`config.mk`:
```
export PLATFORM = sky130hd
export DESIGN_NAME = lsu_top
export DESIGN_NICKNAME = d
export VERILOG_FILES = /design/src/lsu_pkg.sv /design/src/byte_lane_unit.sv /design/src/load_store_path.sv /design/src/amo_alu.sv /design/src/amo_sequencer.sv /design/src/data_bus_arbiter.sv /design/src/lsu_top.sv
export SDC_FILE = /design/constraint.sdc
export NUM_CORES = 1
export LEC_CHECK = 0
export ABC_AREA = 1
export BUFFER_PORTS_ARGS = -buffer_cell sky130_fd_sc_hd__buf_2
export CORE_MARGIN = 8
export CORE_UTILIZATION = 35
export CTS_CLUSTER_SIZE = 12
export DETAILED_ROUTE_END_ITERATION = 7
export GPL_TIMING_DRIVEN = 0
export PLACE_DENSITY_LB_ADDON = 0.25
export SLEW_MARGIN = 10
export SYNTH_ARGS = -nofsm -noshare
export SYNTH_HDL_FRONTEND = slang
export SYNTH_SLANG_ARGS = --single-unit
```
`constraint.sdc`:
```
create_clock -name clk -period 6.55 [get_ports clk]
set_clock_uncertainty 0.05 [all_clocks]
set_input_delay 1.31 -clock clk [delete_from_list [all_inputs] [get_ports clk]]
set_output_delay 1.31 -clock clk [all_outputs]
set_load 0.01 [all_outputs]
```
`src/lsu_pkg.sv`:
```
package lsu_pkg;

    // datapath and byte-enable widths
    localparam int XLEN   = 32;
    localparam int MASK_W = 4;

    // memory operation sent by the pipeline
    typedef enum logic [3:0] {
        NONE,
        LB,
        LBU,
        LH,
        LHU,
        LW,
        SB,
        SH,
        SW,
        LR_W,
        SC_W,
        AMO
    } mem_op_e;

    // read-modify-write flavour, only meaningful with AMO
    typedef enum logic [3:0] {
        SWAP,
        ADD,
        XOR,
        AND,
        OR,
        MIN,
        MAX,
        MINU,
        MAXU
    } amo_op_e;

    // clint timer words, served on the side bus
    localparam logic [XLEN-1:0] MTIME_LO    = 32'h0200_BFF8;
    localparam logic [XLEN-1:0] MTIME_HI    = 32'h0200_BFFC;
    localparam logic [XLEN-1:0] MTIMECMP_LO = 32'h0200_4000;
    localparam logic [XLEN-1:0] MTIMECMP_HI = 32'h0200_4004;

    // one operation from the pipeline, wdata is rs2
    typedef struct packed {
        logic            valid;
        mem_op_e         mem_op;
        amo_op_e         amo_op;
        logic [XLEN-1:0] addr;
        logic [XLEN-1:0] wdata;
    } lsu_op_t;

    // answer to the pipeline, done is a single-cycle pulse
    typedef struct packed {
        logic            done;
        logic [XLEN-1:0] data;
        logic            misalign;
    } lsu_result_t;

    // data cache request
    typedef struct packed {
        logic              valid;
        logic              write;
        logic [XLEN-1:0]   addr;
        logic [MASK_W-1:0] mask;
        logic [XLEN-1:0]   wdata;
    } dbus_req_t;

    // data cache response, rdata valid with ready
    typedef struct packed {
        logic            ready;
        logic [XLEN-1:0] rdata;
    } dbus_resp_t;

    // clint side bus, always completes in one cycle
    typedef struct packed {
        logic            valid;
        logic            write;
        logic [XLEN-1:0] addr;
        logic [XLEN-1:0] wdata;
    } clint_req_t;

endpackage

```
`src/byte_lane_unit.sv`:
```
`timescale 1ns/100ps

module byte_lane_unit (
    input  lsu_pkg::mem_op_e           mem_op_i,
    input  logic [1:0]                 addr_lo_i,
    input  logic [lsu_pkg::XLEN-1:0]   store_data_i,
    input  logic [lsu_pkg::XLEN-1:0]   load_raw_i,
    output logic [lsu_pkg::MASK_W-1:0] mask_o,
    output logic [lsu_pkg::XLEN-1:0]   store_data_o,
    output logic [lsu_pkg::XLEN-1:0]   load_data_o
);
    import lsu_pkg::*;

    logic [MASK_W-1:0] size_mask;
    logic [XLEN-1:0]   lane_word;

    // access size as an unshifted byte mask
    always_comb begin
        case (mem_op_i)
            LB, LBU, SB: size_mask = 4'b0001;
            LH, LHU, SH: size_mask = 4'b0011;
            LW, SW:      size_mask = 4'b1111;
            default:     size_mask = 4'b0000;
        endcase
    end

    // mask moved to the addressed lanes, for reads as well as writes
    assign mask_o = size_mask << addr_lo_i;

    // store data moves up by the byte offset
    assign store_data_o = store_data_i << {addr_lo_i, 3'b000};

    // addressed lane brought down to bit 0
    assign lane_word = load_raw_i >> {addr_lo_i, 3'b000};

    // sign or zero extension by operation
    always_comb begin
        case (mem_op_i)
            LB:      load_data_o = {{24{lane_word[7]}}, lane_word[7:0]};
            LBU:     load_data_o = {24'b0, lane_word[7:0]};
            LH:      load_data_o = {{16{lane_word[15]}}, lane_word[15:0]};
            LHU:     load_data_o = {16'b0, lane_word[15:0]};
            // full word, nothing to extend
            default: load_data_o = lane_word;
        endcase
    end

endmodule

```
`src/load_store_path.sv`:
```
`timescale 1ns/100ps

module load_store_path (
    input  lsu_pkg::lsu_op_t     op_i,
    input  lsu_pkg::dbus_resp_t  resp_i,
    output lsu_pkg::dbus_req_t   req_o,
    output lsu_pkg::lsu_result_t result_o,
    output logic                 store_seen_o
);
    import lsu_pkg::*;

    logic              is_load;
    logic              is_store;
    logic              plain;
    logic [MASK_W-1:0] lane_mask;
    logic [XLEN-1:0]   lane_wdata;
    logic [XLEN-1:0]   load_ext;

    // plain accesses only, atomics belong to the sequencer
    assign is_load  = op_i.mem_op inside {LB, LBU, LH, LHU, LW};
    assign is_store = op_i.mem_op inside {SB, SH, SW};
    assign plain    = op_i.valid & (is_load | is_store);

    byte_lane_unit u_lanes (
        .mem_op_i     (op_i.mem_op),
        .addr_lo_i    (op_i.addr[1:0]),
        .store_data_i (op_i.wdata),
        .load_raw_i   (resp_i.rdata),
        .mask_o       (lane_mask),
        .store_data_o (lane_wdata),
        .load_data_o  (load_ext)
    );

    // request held for as long as the op is presented
    assign req_o.valid = plain;
    assign req_o.write = is_store;
    assign req_o.addr  = {op_i.addr[XLEN-1:2], 2'b00};
    assign req_o.mask  = lane_mask;
    assign req_o.wdata = lane_wdata;

    // completes in the ready cycle, stores return zero
    assign result_o.done     = plain & resp_i.ready;
    assign result_o.data     = (result_o.done & is_load) ? load_ext : '0;
    assign result_o.misalign = 1'b0;

    // a finished plain store kills any reservation
    assign store_seen_o = result_o.done & is_store;

endmodule

```
`src/amo_alu.sv`:
```
`timescale 1ns/100ps

module amo_alu (
    input  lsu_pkg::amo_op_e         amo_op_i,
    input  logic [lsu_pkg::XLEN-1:0] mem_val_i,
    input  logic [lsu_pkg::XLEN-1:0] rs2_i,
    output logic [lsu_pkg::XLEN-1:0] new_val_o
);
    import lsu_pkg::*;

    logic lt_signed;
    logic lt_unsigned;

    // memory value against rs2, both orderings
    assign lt_signed   = $signed(mem_val_i) < $signed(rs2_i);
    assign lt_unsigned = mem_val_i < rs2_i;

    always_comb begin
        case (amo_op_i)
            ADD:     new_val_o = mem_val_i + rs2_i;
            XOR:     new_val_o = mem_val_i ^ rs2_i;
            AND:     new_val_o = mem_val_i & rs2_i;
            OR:      new_val_o = mem_val_i | rs2_i;
            MIN:     new_val_o = lt_signed ? mem_val_i : rs2_i;
            MAX:     new_val_o = lt_signed ? rs2_i : mem_val_i;
            MINU:    new_val_o = lt_unsigned ? mem_val_i : rs2_i;
            MAXU:    new_val_o = lt_unsigned ? rs2_i : mem_val_i;
            // swap, and anything undefined behaves as swap
            default: new_val_o = rs2_i;
        endcase
    end

endmodule

```
`src/amo_sequencer.sv`:
```
`timescale 1ns/100ps

module amo_sequencer (
    input  logic                 clk,
    input  logic                 rst,
    input  lsu_pkg::lsu_op_t     op_i,
    input  lsu_pkg::dbus_resp_t  resp_i,
    input  logic                 store_seen_i,
    output lsu_pkg::dbus_req_t   req_o,
    output lsu_pkg::lsu_result_t result_o
);
    import lsu_pkg::*;

    typedef enum logic [2:0] {IDLE, LOAD, CALC, STORE, DONE} state_e;

    state_e          state_q;
    logic            is_lr;
    logic            is_sc;
    logic            is_atomic;
    logic            misaligned;
    logic            sc_match;
    logic            res_valid_q;
    logic [XLEN-1:0] res_addr_q;
    logic [XLEN-1:0] load_q;
    logic [XLEN-1:0] calc_q;
    logic [XLEN-1:0] alu_val;
    logic            misalign_q;
    logic            sc_fail_q;

    assign is_lr      = op_i.mem_op == LR_W;
    assign is_sc      = op_i.mem_op == SC_W;
    assign is_atomic  = op_i.valid & (is_lr | is_sc | (op_i.mem_op == AMO));
    assign misaligned = op_i.addr[1:0] != 2'b00;

    // sc only succeeds on the exact reserved word
    assign sc_match = res_valid_q & (res_addr_q == op_i.addr);

    amo_alu u_alu (
        .amo_op_i  (op_i.amo_op),
        .mem_val_i (load_q),
        .rs2_i     (op_i.wdata),
        .new_val_o (alu_val)
    );

    // control state
    always_ff @(posedge clk or posedge rst) begin
        if (rst) begin
            state_q     <= IDLE;
            res_valid_q <= 1'b0;
            misalign_q  <= 1'b0;
            sc_fail_q   <= 1'b0;
        end else begin
            case (state_q)
                IDLE: begin
                    if (is_atomic) begin
                        misalign_q <= misaligned;
                        sc_fail_q  <= is_sc & ~sc_match;
                        // any sc consumes the reservation
                        if (is_sc) begin
                            res_valid_q <= 1'b0;
                        end
                        if (misaligned) begin
                            // flagged, no bus traffic
                            state_q <= DONE;
                        end else if (is_sc) begin
                            state_q <= sc_match ? STORE : DONE;
                        end else begin
                            state_q <= LOAD;
                        end
                    end
                end
                LOAD: begin
                    if (resp_i.ready) begin
                        if (is_lr) begin
                            res_valid_q <= 1'b1;
                            state_q     <= DONE;
                        end else begin
                            state_q <= CALC;
                        end
                    end
                end
                // one cycle for the alu result
                CALC: state_q <= STORE;
                STORE: begin
                    if (resp_i.ready) begin
                        state_q <= DONE;
                    end
                end
                DONE: state_q <= IDLE;
                default: state_q <= IDLE;
            endcase
            // plain store from the other path wins over everything
            if (store_seen_i) begin
                res_valid_q <= 1'b0;
            end
        end
    end

    // loaded word, alu result and reserved address
    always_ff @(posedge clk) begin
        if (state_q == LOAD && resp_i.ready) begin
            load_q <= resp_i.rdata;
            if (is_lr) begin
                res_addr_q <= op_i.addr;
            end
        end
        if (state_q == CALC) begin
            calc_q <= alu_val;
        end
    end

    // word access, sc writes rs2 and amo the alu result
    assign req_o.valid = (state_q == LOAD) | (state_q == STORE);
    assign req_o.write = state_q == STORE;
    assign req_o.addr  = {op_i.addr[XLEN-1:2], 2'b00};
    assign req_o.mask  = '1;
    assign req_o.wdata = is_sc ? op_i.wdata : calc_q;

    // done straight from the state register
    assign result_o.done     = state_q == DONE;
    assign result_o.misalign = result_o.done & misalign_q;

    // old word for lr and amo, 0 or 1 for sc
    always_comb begin
        if (state_q != DONE || misalign_q) begin
            result_o.data = '0;
        end else if (is_sc) begin
            result_o.data = {{(XLEN-1){1'b0}}, sc_fail_q};
        end else begin
            result_o.data = load_q;
        end
    end

endmodule

```
`src/data_bus_arbiter.sv`:
```
`timescale 1ns/100ps

module data_bus_arbiter (
    input  lsu_pkg::dbus_req_t       plain_req_i,
    input  lsu_pkg::dbus_req_t       amo_req_i,
    input  lsu_pkg::dbus_resp_t      dbus_resp_i,
    input  logic [lsu_pkg::XLEN-1:0] clint_rdata_i,
    output lsu_pkg::dbus_resp_t      plain_resp_o,
    output lsu_pkg::dbus_resp_t      amo_resp_o,
    output lsu_pkg::dbus_req_t       dbus_req_o,
    output lsu_pkg::clint_req_t      clint_req_o
);
    import lsu_pkg::*;

    logic       grant_amo;
    logic       clint_hit;
    dbus_req_t  sel_req;
    dbus_resp_t sel_resp;

    // sequencer has priority whenever it asks
    assign grant_amo = amo_req_i.valid;
    assign sel_req   = grant_amo ? amo_req_i : plain_req_i;

    // exact match on the four timer words
    assign clint_hit = sel_req.valid &
                       (sel_req.addr inside {MTIME_LO, MTIME_HI, MTIMECMP_LO, MTIMECMP_HI});

    // only one bus sees valid
    always_comb begin
        dbus_req_o       = sel_req;
        dbus_req_o.valid = sel_req.valid & ~clint_hit;
    end

    assign clint_req_o.valid = clint_hit;
    assign clint_req_o.write = sel_req.write;
    assign clint_req_o.addr  = sel_req.addr;
    assign clint_req_o.wdata = sel_req.wdata;

    // clint answers at once, cache when it is ready
    assign sel_resp.ready = clint_hit | dbus_resp_i.ready;
    assign sel_resp.rdata = clint_hit ? clint_rdata_i : dbus_resp_i.rdata;

    // loser sees an idle response
    assign amo_resp_o   = grant_amo ? sel_resp : '0;
    assign plain_resp_o = grant_amo ? '0 : sel_resp;

endmodule

```
`src/lsu_top.sv`:
```
`timescale 1ns/100ps

module lsu_top (
    input  logic                     clk,
    input  logic                     rst,
    input  lsu_pkg::lsu_op_t         op_i,
    output lsu_pkg::lsu_result_t     result_o,
    output logic                     stall_o,
    output lsu_pkg::dbus_req_t       dbus_req_o,
    input  lsu_pkg::dbus_resp_t      dbus_resp_i,
    output lsu_pkg::clint_req_t      clint_req_o,
    input  logic [lsu_pkg::XLEN-1:0] clint_rdata_i
);
    import lsu_pkg::*;

    dbus_req_t   plain_req;
    dbus_req_t   amo_req;
    dbus_resp_t  plain_resp;
    dbus_resp_t  amo_resp;
    lsu_result_t plain_res;
    lsu_result_t amo_res;
    logic        store_seen;

    load_store_path u_plain (
        .op_i         (op_i),
        .resp_i       (plain_resp),
        .req_o        (plain_req),
        .result_o     (plain_res),
        .store_seen_o (store_seen)
    );

    amo_sequencer u_amo (
        .clk          (clk),
        .rst          (rst),
        .op_i         (op_i),
        .resp_i       (amo_resp),
        .store_seen_i (store_seen),
        .req_o        (amo_req),
        .result_o     (amo_res)
    );

    data_bus_arbiter u_arb (
        .plain_req_i   (plain_req),
        .amo_req_i     (amo_req),
        .dbus_resp_i   (dbus_resp_i),
        .clint_rdata_i (clint_rdata_i),
        .plain_resp_o  (plain_resp),
        .amo_resp_o    (amo_resp),
        .dbus_req_o    (dbus_req_o),
        .clint_req_o   (clint_req_o)
    );

    // at most one side finishes in a cycle
    assign result_o.done     = plain_res.done | amo_res.done;
    assign result_o.data     = amo_res.done ? amo_res.data : plain_res.data;
    assign result_o.misalign = plain_res.misalign | amo_res.misalign;

    // pipeline waits until this op is done
    assign stall_o = op_i.valid & ~result_o.done;

endmodule

```
==> results.json, run 1 <==
{
  "synth_most_common_cell": "nand2_1",
  "p_int_w": 0.00172,
  "setup_violations": 0,
  "grt_antenna_before_repair": 1,
  "async_flop_share": 0.0588,
  "rrSetupSlack_ps": 2710,
  "synth-compound-area-share": 0.183,
  "seqPwrFrac": 0.264,
  "tightest_slew_ps": 1110,
  "post-place-cells": 2971,
  "whs_ps": 452,
  "p_sw_frac": 0.485,
  "arrival_ps": 4090,
  "synth_ff_type": "edfxtp_1",
  "path_max_fanout": 10,
  "outcome": "complete, no violations",
  "power.share.clock": 0.154,
  "final_area_um2": 16000,
  "synth_edf_count": 96,
  "synth_area_leaders": "edfxtp_1 21%, nand2_1 16%, ha_1 8.9%, nand3_1 7.3%, nor2_1 6.2%",
  "post_cts_buffers": 0,
  "yosys.area.top_type": "edfxtp_1",
  "port_buffers": 306,
  "yosys.area_share.adder": 0.0908,
  "drv_cap": 0,
  "synth-xor-area-share": 0.0104,
  "gp_congestion": 1.02,
  "dr.pass1.iters": 7,
  "synth_top_family_by_area": "simple AND/OR/NAND/NOR gates",
  "hold_path_class": "reg2reg",
  "endpoint_kind": "output port",
  "clock-sinks": 102,
  "clock_path_buffers": 2,
  "slew_violations": 0,
  "synthTopCellsByCount": "557 x nand2_1, 224 x nor2_1, 214 x inv_1",
  "ys_types": 57,
  "dp_hpwl_mm": 58.7,
  "max_freq_ghz": 0.184,
  "syn-cell-area_um2": 13500,
  "path_class": "in2out",
  "cp-startpoint": "op_i[32]",
  "rr_worst_depth": 17,
  "crit_required_ps": 5190,
  "drive_gt1_frac": 0.200,
  "grt_usage": 0.296,
  "fin_crit_sh": 0.832,
  "num_antenna_cells": 0,
  "grt_pass1_wl_mm": 99.7,
  "p_switching_w": 0.00162,
  "ys_ff_latch": 102,
  "crit_end": "dbus_req_o[24]",
  "yosys.area.top_type_share": 0.214,
  "utilization": 0.418,
  "wirelength_mm": 69.1,
  "clk_pin_slew_ps": 70,
  "cp-start-kind": "input port",
  "holdPathStages": 2,
  "clkLatencyLatePin_ps": 360,
  "via_per_inst": 5.40,
  "die-width_um": 212,
  "grt_pass1_vias": 15476,
  "fill_cells": 4198,
  "ir_drop_mv": 0.119,
  "pwr-share-comb": 0.581,
  "drc": 0,
  "regToRegEndpoint": "u_amo.calc_q[18]",
  "synth_area_per_cell_um2": 6.30,
  "grt_max_degree": 25,
  "rsz0062_at_grt": "no",
  "row_count": 72,
  "final_cells": 2987,
  "leakage_nw": 7.96,
  "dieHeight_um": 212,
  "hold_buffers": 0,
  "cts_buffers": 9,
  "post_cts_resized": 0,
  "rr_startpoint": "u_amo.load_q[29]",
  "h-tree-depth": 3,
  "cts_tree": "done",
  "fin_crit_ps": 5450,
  "relSlewSlack": 0.258,
  "wl_per_cell_um": 23.1,
  "via_count": 16117,
  "hold_violations": 0,
  "p_per_area_nw_per_um2": 208,
  "start_util": 0.351,
  "fin_tns_setup_ps": 0,
  "area_delta_synth_final_pct": 19.0,
  "dr.first_iter.drc_count": 1409,
  "overflow": 0,
  "nNetsFinal": 2701,
  "synth_simple_gate_area_frac": 0.342,
  "dieArea_um2": 45000,
  "dpl_cell_area_um2": 15700,
  "root_buffer": "clkbuf_16",
  "core_um2": 38300,
  "yosysSeqAreaShare": 0.225,
  "postRouteAntennaNets": 0,
  "yosysWarningCount": 0,
  "ioPinCount": 311,
  "muxShareOfSynthArea": 0,
  "netlist_instances": 2136
}
power groups by stage:
stage	combinational [W]	sequential (W)	clock [W]
after CTS	0.00192	0.000875	0.000524
after global placement	0.00189	0.000894	0
after floorplan	0.00114	0.000860	0
after detailed placement	0.00191	0.000889	0
after global routing	0.00209	0.000883	0.000544
final	0.00194	0.000880	0.000514
state kept, by name (all words and copies together), names as in the netlist:
signal,count
u_amo.res_addr_q,32
u_amo.load_q,32
u_amo.calc_q,32
u_amo.state_q,3
u_amo.misalign_q,1
u_amo.sc_fail_q,1
u_amo.res_valid_q,1
critical path, stage by stage:
cell and delay [ps]:
buf_2 90, clkbuf_1 250, clkbuf_1 600, buf_1 570
o21ai_0 540, o221ai_1 430, buf_4 170, buf_2 120
worst min-delay path by stage:
stage	start	to	slack [ps]
finish	u_amo.sc_fail_q	u_amo.sc_fail_q	450
global route	u_amo.sc_fail_q	u_amo.sc_fail_q	490
CTS	u_amo.sc_fail_q	u_amo.sc_fail_q	450
detailed placement	u_amo.sc_fail_q	u_amo.sc_fail_q	430
global placement	u_amo.sc_fail_q	u_amo.sc_fail_q	420
floorplan	u_amo.sc_fail_q	u_amo.sc_fail_q	400
final cells by class:
class / count / area, um^2 / share of cell area
tap: 518 / 648 / 0.0405
inverter: 225 / 845 / 0.0528
buffer: 188 / 1150 / 0.0716
timing repair buffer: 314 / 1600 / 0.100
clock inverter: 3 / 21.3 / 0.00133
multi-input combinational: 1624 / 8460 / 0.529
clock buffer: 13 / 250 / 0.0156
sequential: 102 / 3030 / 0.189
metrics by stage:
stage	power, W	setup slack, ps
after global routing	0.00351	917
after detailed placement	0.00280	1170
after CTS	0.00331	1170
final	0.00333	1100
after global placement	0.00278	-1610
after floorplan	0.00200	602
layout by cell type, fill, tap and decap left out, drive strengths merged, types with 15 or more instances in the layout:
master,count
clkbuf,70
o21ai,161
nand2,566
edfxtp,96
a21oi,149
nand4,35
inv,222
buf,445
o22ai,43
nor2,228
nor3,15
o221ai,18
ha,96
nand3,198
o211ai,25
per-layer routing:
layer / vias up / GRT usage / part of all wire
met5: - / 0 / 0.00019
met4: 2 / 0.141 / 0.051
met3: 111 / 0.0323 / 0.063
met2: 770 / 0.509 / 0.47
met1: 7543 / 0.366 / 0.41
li1: 7691 / - / -
cells by family after synthesis:
family | count (synthesis)
AO/OA/AOI/OAI | 430
XOR/XNOR | 16
adder cells (fa/ha/maj) | 97
buffers and inverters | 413
flip-flops | 102
other | 1
AND/OR/NAND/NOR | 1077
Note: power is estimated with default switching activity, not from simulation.
==> inputs of run 2 (changes only) <==
==> constraint.sdc (replaced) <==
create_clock -name clk -period 4.5 [get_ports clk]
set_clock_uncertainty 0.05 [all_clocks]
set_input_delay 0.9 -clock clk [delete_from_list [all_inputs] [get_ports clk]]
set_output_delay 0.9 -clock clk [all_outputs]
set_load 0.01 [all_outputs]
==> run 2 against run 1 <==
Compared with the run above:
- flip-flop and latch count unchanged
- core utilization increased by 0.13 points
- die area unchanged
- non-clock buffer count decreased by 1
- sequential share of layout area decreased by 0.059 points
- count of clock-buffer cells in the layout decreased by 3
- critical path type unchanged
==> results.json, run 2 (same netlist as run 1, synthesis figures left out) <==
{
  "hold_path_class": "in2async",
  "dieArea_um2": 45000,
  "fin_crit_sh": 0.992,
  "top_regs": "u_amo.calc_q x32, u_amo.load_q x32, u_amo.res_addr_q x32",
  "hold_violations": 0,
  "port_buffers": 306,
  "post-place-cells": 2970,
  "final_cells": 2986,
  "dp_hpwl_mm": 60.5,
  "gp_congestion": 1.03,
  "cp-start-kind": "input port",
  "mostFrequentLayoutCells": "556 x nand2_1, 317 x buf_2, 222 x nor2_1",
  "num_antenna_cells": 0,
  "crit_required_ps": 3550,
  "clock-sinks": 102,
  "nNetsFinal": 2700,
  "grt_pass1_vias": 16262,
  "dr.first_iter.drc_count": 1542,
  "core_um2": 38300,
  "p_per_area_nw_per_um2": 312,
  "arrival_ps": 3520,
  "row_count": 72,
  "layout_commonest_cell": "nand2_1",
  "via_count": 16656,
  "grt_antenna_before_repair": 1,
  "top_usage_layer": "met2",
  "cp_cell_sequence": "buf_2, clkbuf_1, clkbuf_2, buf_1, o21ai_0, o221ai_1, buf_4, buf_2",
  "slew_violations": 0,
  "tightest_slew_ps": 1180,
  "outcome": "complete, no violations",
  "fin_tns_setup_ps": 0,
  "use_met2": 0.541,
  "wl_per_cell_um": 24.6,
  "cts_tree": "done",
  "via_per_inst": 5.58,
  "clock_path_buffers": 2,
  "crit_path_top_delay_cell": "o221ai_1",
  "root_buffer": "clkbuf_16",
  "use_met3": 0.0464,
  "fill_cells": 4212,
  "area.sequential_um2": 3030,
  "utilization": 0.419,
  "path_class": "in2out",
  "path_max_fanout": 10,
  "max_stage_delay_ps": 530,
  "leakage_nw": 7.98,
  "clkLatencyLatePin_ps": 400,
  "h-tree-depth": 3,
  "multiInputGateArea_um2": 8490,
  "regToRegEndpoint": "u_amo.calc_q[2]",
  "post_cts_buffers": 0,
  "start_util": 0.351,
  "endpoint_kind": "output port",
  "cpMostUsedCell": "buf_2",
  "rr_startpoint": "u_amo.load_q[27]",
  "postRouteAntennaNets": 0,
  "rr_worst_depth": 17,
  "clk_pin_slew_ps": 80,
  "area_delta_synth_final_pct": 19.4,
  "ir_drop_mv": 0.206,
  "max_freq_ghz": 0.224,
  "ioPinCount": 311,
  "grt_max_degree": 31,
  "gr-usage-met1": 0.388,
  "die-width_um": 212,
  "rsz0062_at_grt": "no",
  "hold_buffers": 0,
  "dr.pass1.iters": 7,
  "dieHeight_um": 212,
  "drc": 0,
  "drv_cap": 0,
  "grt_pass1_wl_mm": 106,
  "relSlewSlack": 0.204,
  "rrSetupSlack_ps": 310,
  "drive_gt1_frac": 0.204,
  "fin_crit_ps": 4470,
  "setup_violations": 0,
  "wirelength_mm": 73.5,
  "cts_buffers": 9,
  "overflow": 0,
  "grt_usage": 0.319
}
[run 2: changes by cell type in the layout (fill, tap and decap cells not counted), sizes merged]
cell    previous run  this run
buf              445       444
clkinv             5         6
inv              222       224
clkbuf            70        67
[run 2: what timing repair did]
item                                    CTS  global route
gates resized for setup                   2            13
endpoints found under the setup margin   12            22
gates cloned                              0             0
[run 2: per-stage QoR]
step	total power (W)	setup WS [ps]	instance area, um^2	hold WS, ps
floorplan	0.00291	335	13500	404
global placement	0.00409	-1150	15700	424
detailed placement	0.00412	-165	15800	446
CTS	0.00497	43.9	16000	353
global route	0.00527	0.507	16100	377
finish	0.00502	34.8	16100	360
[run 2: layout make-up]
type,instances,area share
timing repair buffer,313,0.100
multi-input combinational,1624,0.528
inverter,225,0.0526
sequential,102,0.189
clock buffer,10,0.0143
clock inverter,6,0.00343
tap,518,0.0404
buffer,188,0.0718
[run 2: critical path: cells and delay by family]
family / cells / cell delay, ps
buffers and inverters: 6 / 1560
AOI/OAI and AO/OA: 2 / 1040
[run 2: how the worst max path moves through the flow]
stage                          endpoint      from
global placement      u_amo.res_valid_q  op_i[48]
CTS                      dbus_req_o[28]  op_i[32]
global route             dbus_req_o[28]  op_i[32]
floorplan           u_amo.res_addr_q[0]  op_i[63]
finish                   dbus_req_o[28]  op_i[32]
detailed placement       dbus_req_o[28]  op_i[32]
[run 2: power by group]
group | internal, W | switching, W | total [W] | leakage [nW]
logic | 0.000933 | 0.00195 | 0.00289 | 6.88
registers | 0.00118 | 0.000105 | 0.00128 | 0.956
clock network | 0.000387 | 0.000462 | 0.000849 | 0.137
[run 2: layer usage]
layer / part of all wire / vias to the layer above
met5: 0.00018 / -
met4: 0.053 / 2
met3: 0.074 / 142
met2: 0.47 / 924
met1: 0.40 / 7891
li1: - / 7697
==> inputs of run 3 (changes only) <==
==> constraint.sdc (replaced) <==
create_clock -name clk -period 4.5 [get_ports clk]
set_clock_uncertainty 0.05 [all_clocks]
set_input_delay 0.45 -clock clk [delete_from_list [all_inputs] [get_ports clk]]
set_output_delay 0.45 -clock clk [all_outputs]
set_load 0.01 [all_outputs]
==> run 3 against run 2 <==
Compared with the run above:
- sequential share of layout area barely moved
- critical path depth increased by 9
- design area hardly changed
- largest cell class unchanged
==> results.json, run 3 (same netlist as run 1, synthesis figures left out) <==
{
  "die-width_um": 212,
  "slew_violations": 0,
  "drive_gt1_frac": 0.201,
  "drv_cap": 0,
  "start_util": 0.351,
  "endpoint_kind": "register",
  "cp-start-kind": "register",
  "grt_pass1_vias": 16261,
  "final_cells": 2987,
  "max_stage_delay_ps": 570,
  "via_per_inst": 5.56,
  "tightest_slew_ps": 1190,
  "root_buffer": "clkbuf_16",
  "grt_max_degree": 31,
  "clock_path_buffers": 2,
  "outcome": "complete, no violations",
  "path_class": "reg2reg",
  "grt_usage": 0.319,
  "cpMostUsedCell": "nand2_1",
  "max_freq_ghz": 0.238,
  "leakage_nw": 7.97,
  "dieHeight_um": 212,
  "ioPinCount": 311,
  "crit_path_top_delay_cell": "edfxtp_1",
  "arrival_ps": 4290,
  "cts_tree": "done",
  "p_per_area_nw_per_um2": 312,
  "rsz0062_at_grt": "no",
  "layout_commonest_cell": "nand2_1",
  "crit_required_ps": 4590,
  "overflow": 0,
  "mostFrequentLayoutCells": "557 x nand2_1, 318 x buf_2, 223 x nor2_1",
  "path_max_fanout": 10,
  "fin_crit_sh": 0.933,
  "setup_violations": 0,
  "cp_cell_sequence": "inv_1, ha_1, inv_1, nand2_1, nor3_1, and2_4, and3_1, nand2_2, nand2_1, buf_4, inv_1, nand2_1, nand2_1, inv_1, nand4_1, nand2_1, nand2_1",
  "port_buffers": 306,
  "critPathBufInv": 5,
  "clock-sinks": 102,
  "grt_pass1_wl_mm": 106,
  "top_regs": "u_amo.calc_q x32, u_amo.load_q x32, u_amo.res_addr_q x32",
  "num_antenna_cells": 0,
  "clk_pin_slew_ps": 80,
  "grt_antenna_before_repair": 1,
  "area_delta_synth_final_pct": 19.3,
  "drc": 0,
  "dpl_cell_area_um2": 15800,
  "dr.pass1.iters": 6,
  "hold_path_class": "in2reg",
  "cts_buffers": 9,
  "clkLatencyLatePin_ps": 390,
  "wirelength_mm": 73.5,
  "hold_violations": 0,
  "dieArea_um2": 45000,
  "core_um2": 38300,
  "nNetsFinal": 2701,
  "final_area_um2": 16000,
  "cp_top_family": "simple AND/OR/NAND/NOR gates",
  "post-place-cells": 2970,
  "h-tree-depth": 3,
  "via_count": 16621,
  "ir_drop_mv": 0.205,
  "dr.first_iter.drc_count": 1598,
  "gp_congestion": 1.03,
  "row_count": 72,
  "relSlewSlack": 0.197,
  "wl_per_cell_um": 24.6,
  "dp_hpwl_mm": 60.5,
  "whs_ps": 217,
  "postRouteAntennaNets": 0,
  "fin_crit_ps": 4200
}
## run 3: changes by cell type in the layout (fill, tap and decap cells not counted), sizes merged
cell         change
dlygate4sd3      +1
## run 3: metrics by stage
step / setup TNS, ps / utilization / setup slack [ps] / power, W
floorplan: 0 / - / 785 / 0.00291
global placement: -55710 / 0.409 / -1030 / 0.00409
detailed placement: 0 / 0.411 / 340 / 0.00412
CTS: 0 / 0.419 / 410 / 0.00497
global route: 0 / 0.419 / 179 / 0.00526
finish: 0 / 0.419 / 303 / 0.00501
## run 3: final timing paths
| path | start | to | slack [ps] | cells after the start |
|---|---|---|---|---|
| setup / recovery | u_amo.load_q[27] | u_amo.calc_q[2] | 300 | 17 |
| hold / removal | op_i[32] | u_amo.res_addr_q[0] | 220 | 1 |
| setup reg to reg | u_amo.load_q[27] | u_amo.calc_q[2] | 300 | 17 |
| hold reg to reg | u_amo.sc_fail_q | u_amo.sc_fail_q | 470 | 2 |
| max in group asynchronous | rst | u_amo.state_q[1] | 3730 | 3 |
| min in group asynchronous | rst | u_amo.misalign_q | 470 | 3 |
## run 3: cell type report
type	count	area, um^2
sequential	102	3030
fill	4215	22200
inverter	225	845
multi-input combinational	1624	8470
clock inverter	6	55.1
tap	518	648
clock buffer	10	229
timing repair buffer	314	1620
buffer	188	1150
## run 3: where the power goes
| part | switching, W | internal (W) | total, W |
|---|---|---|---|
| Combinational | 0.00195 | 0.000931 | 0.00288 |
| Sequential | 0.000104 | 0.00118 | 0.00128 |
| Clock | 0.000457 | 0.000387 | 0.000845 |
## run 3: layer usage
metal | GRT usage | wire length (um)
met1 | 0.388 | 29500
met2 | 0.541 | 34800
met3 | 0.0464 | 5170
met4 | 0.166 | 4010
met5 | 0 | 13
## run 3: what timing repair did
item,CTS,global route
setup endpoints to repair,0,0
hold buffers,1,0
hold endpoints to repair,6,0
setup buffers,0,0
resized for setup,0,0
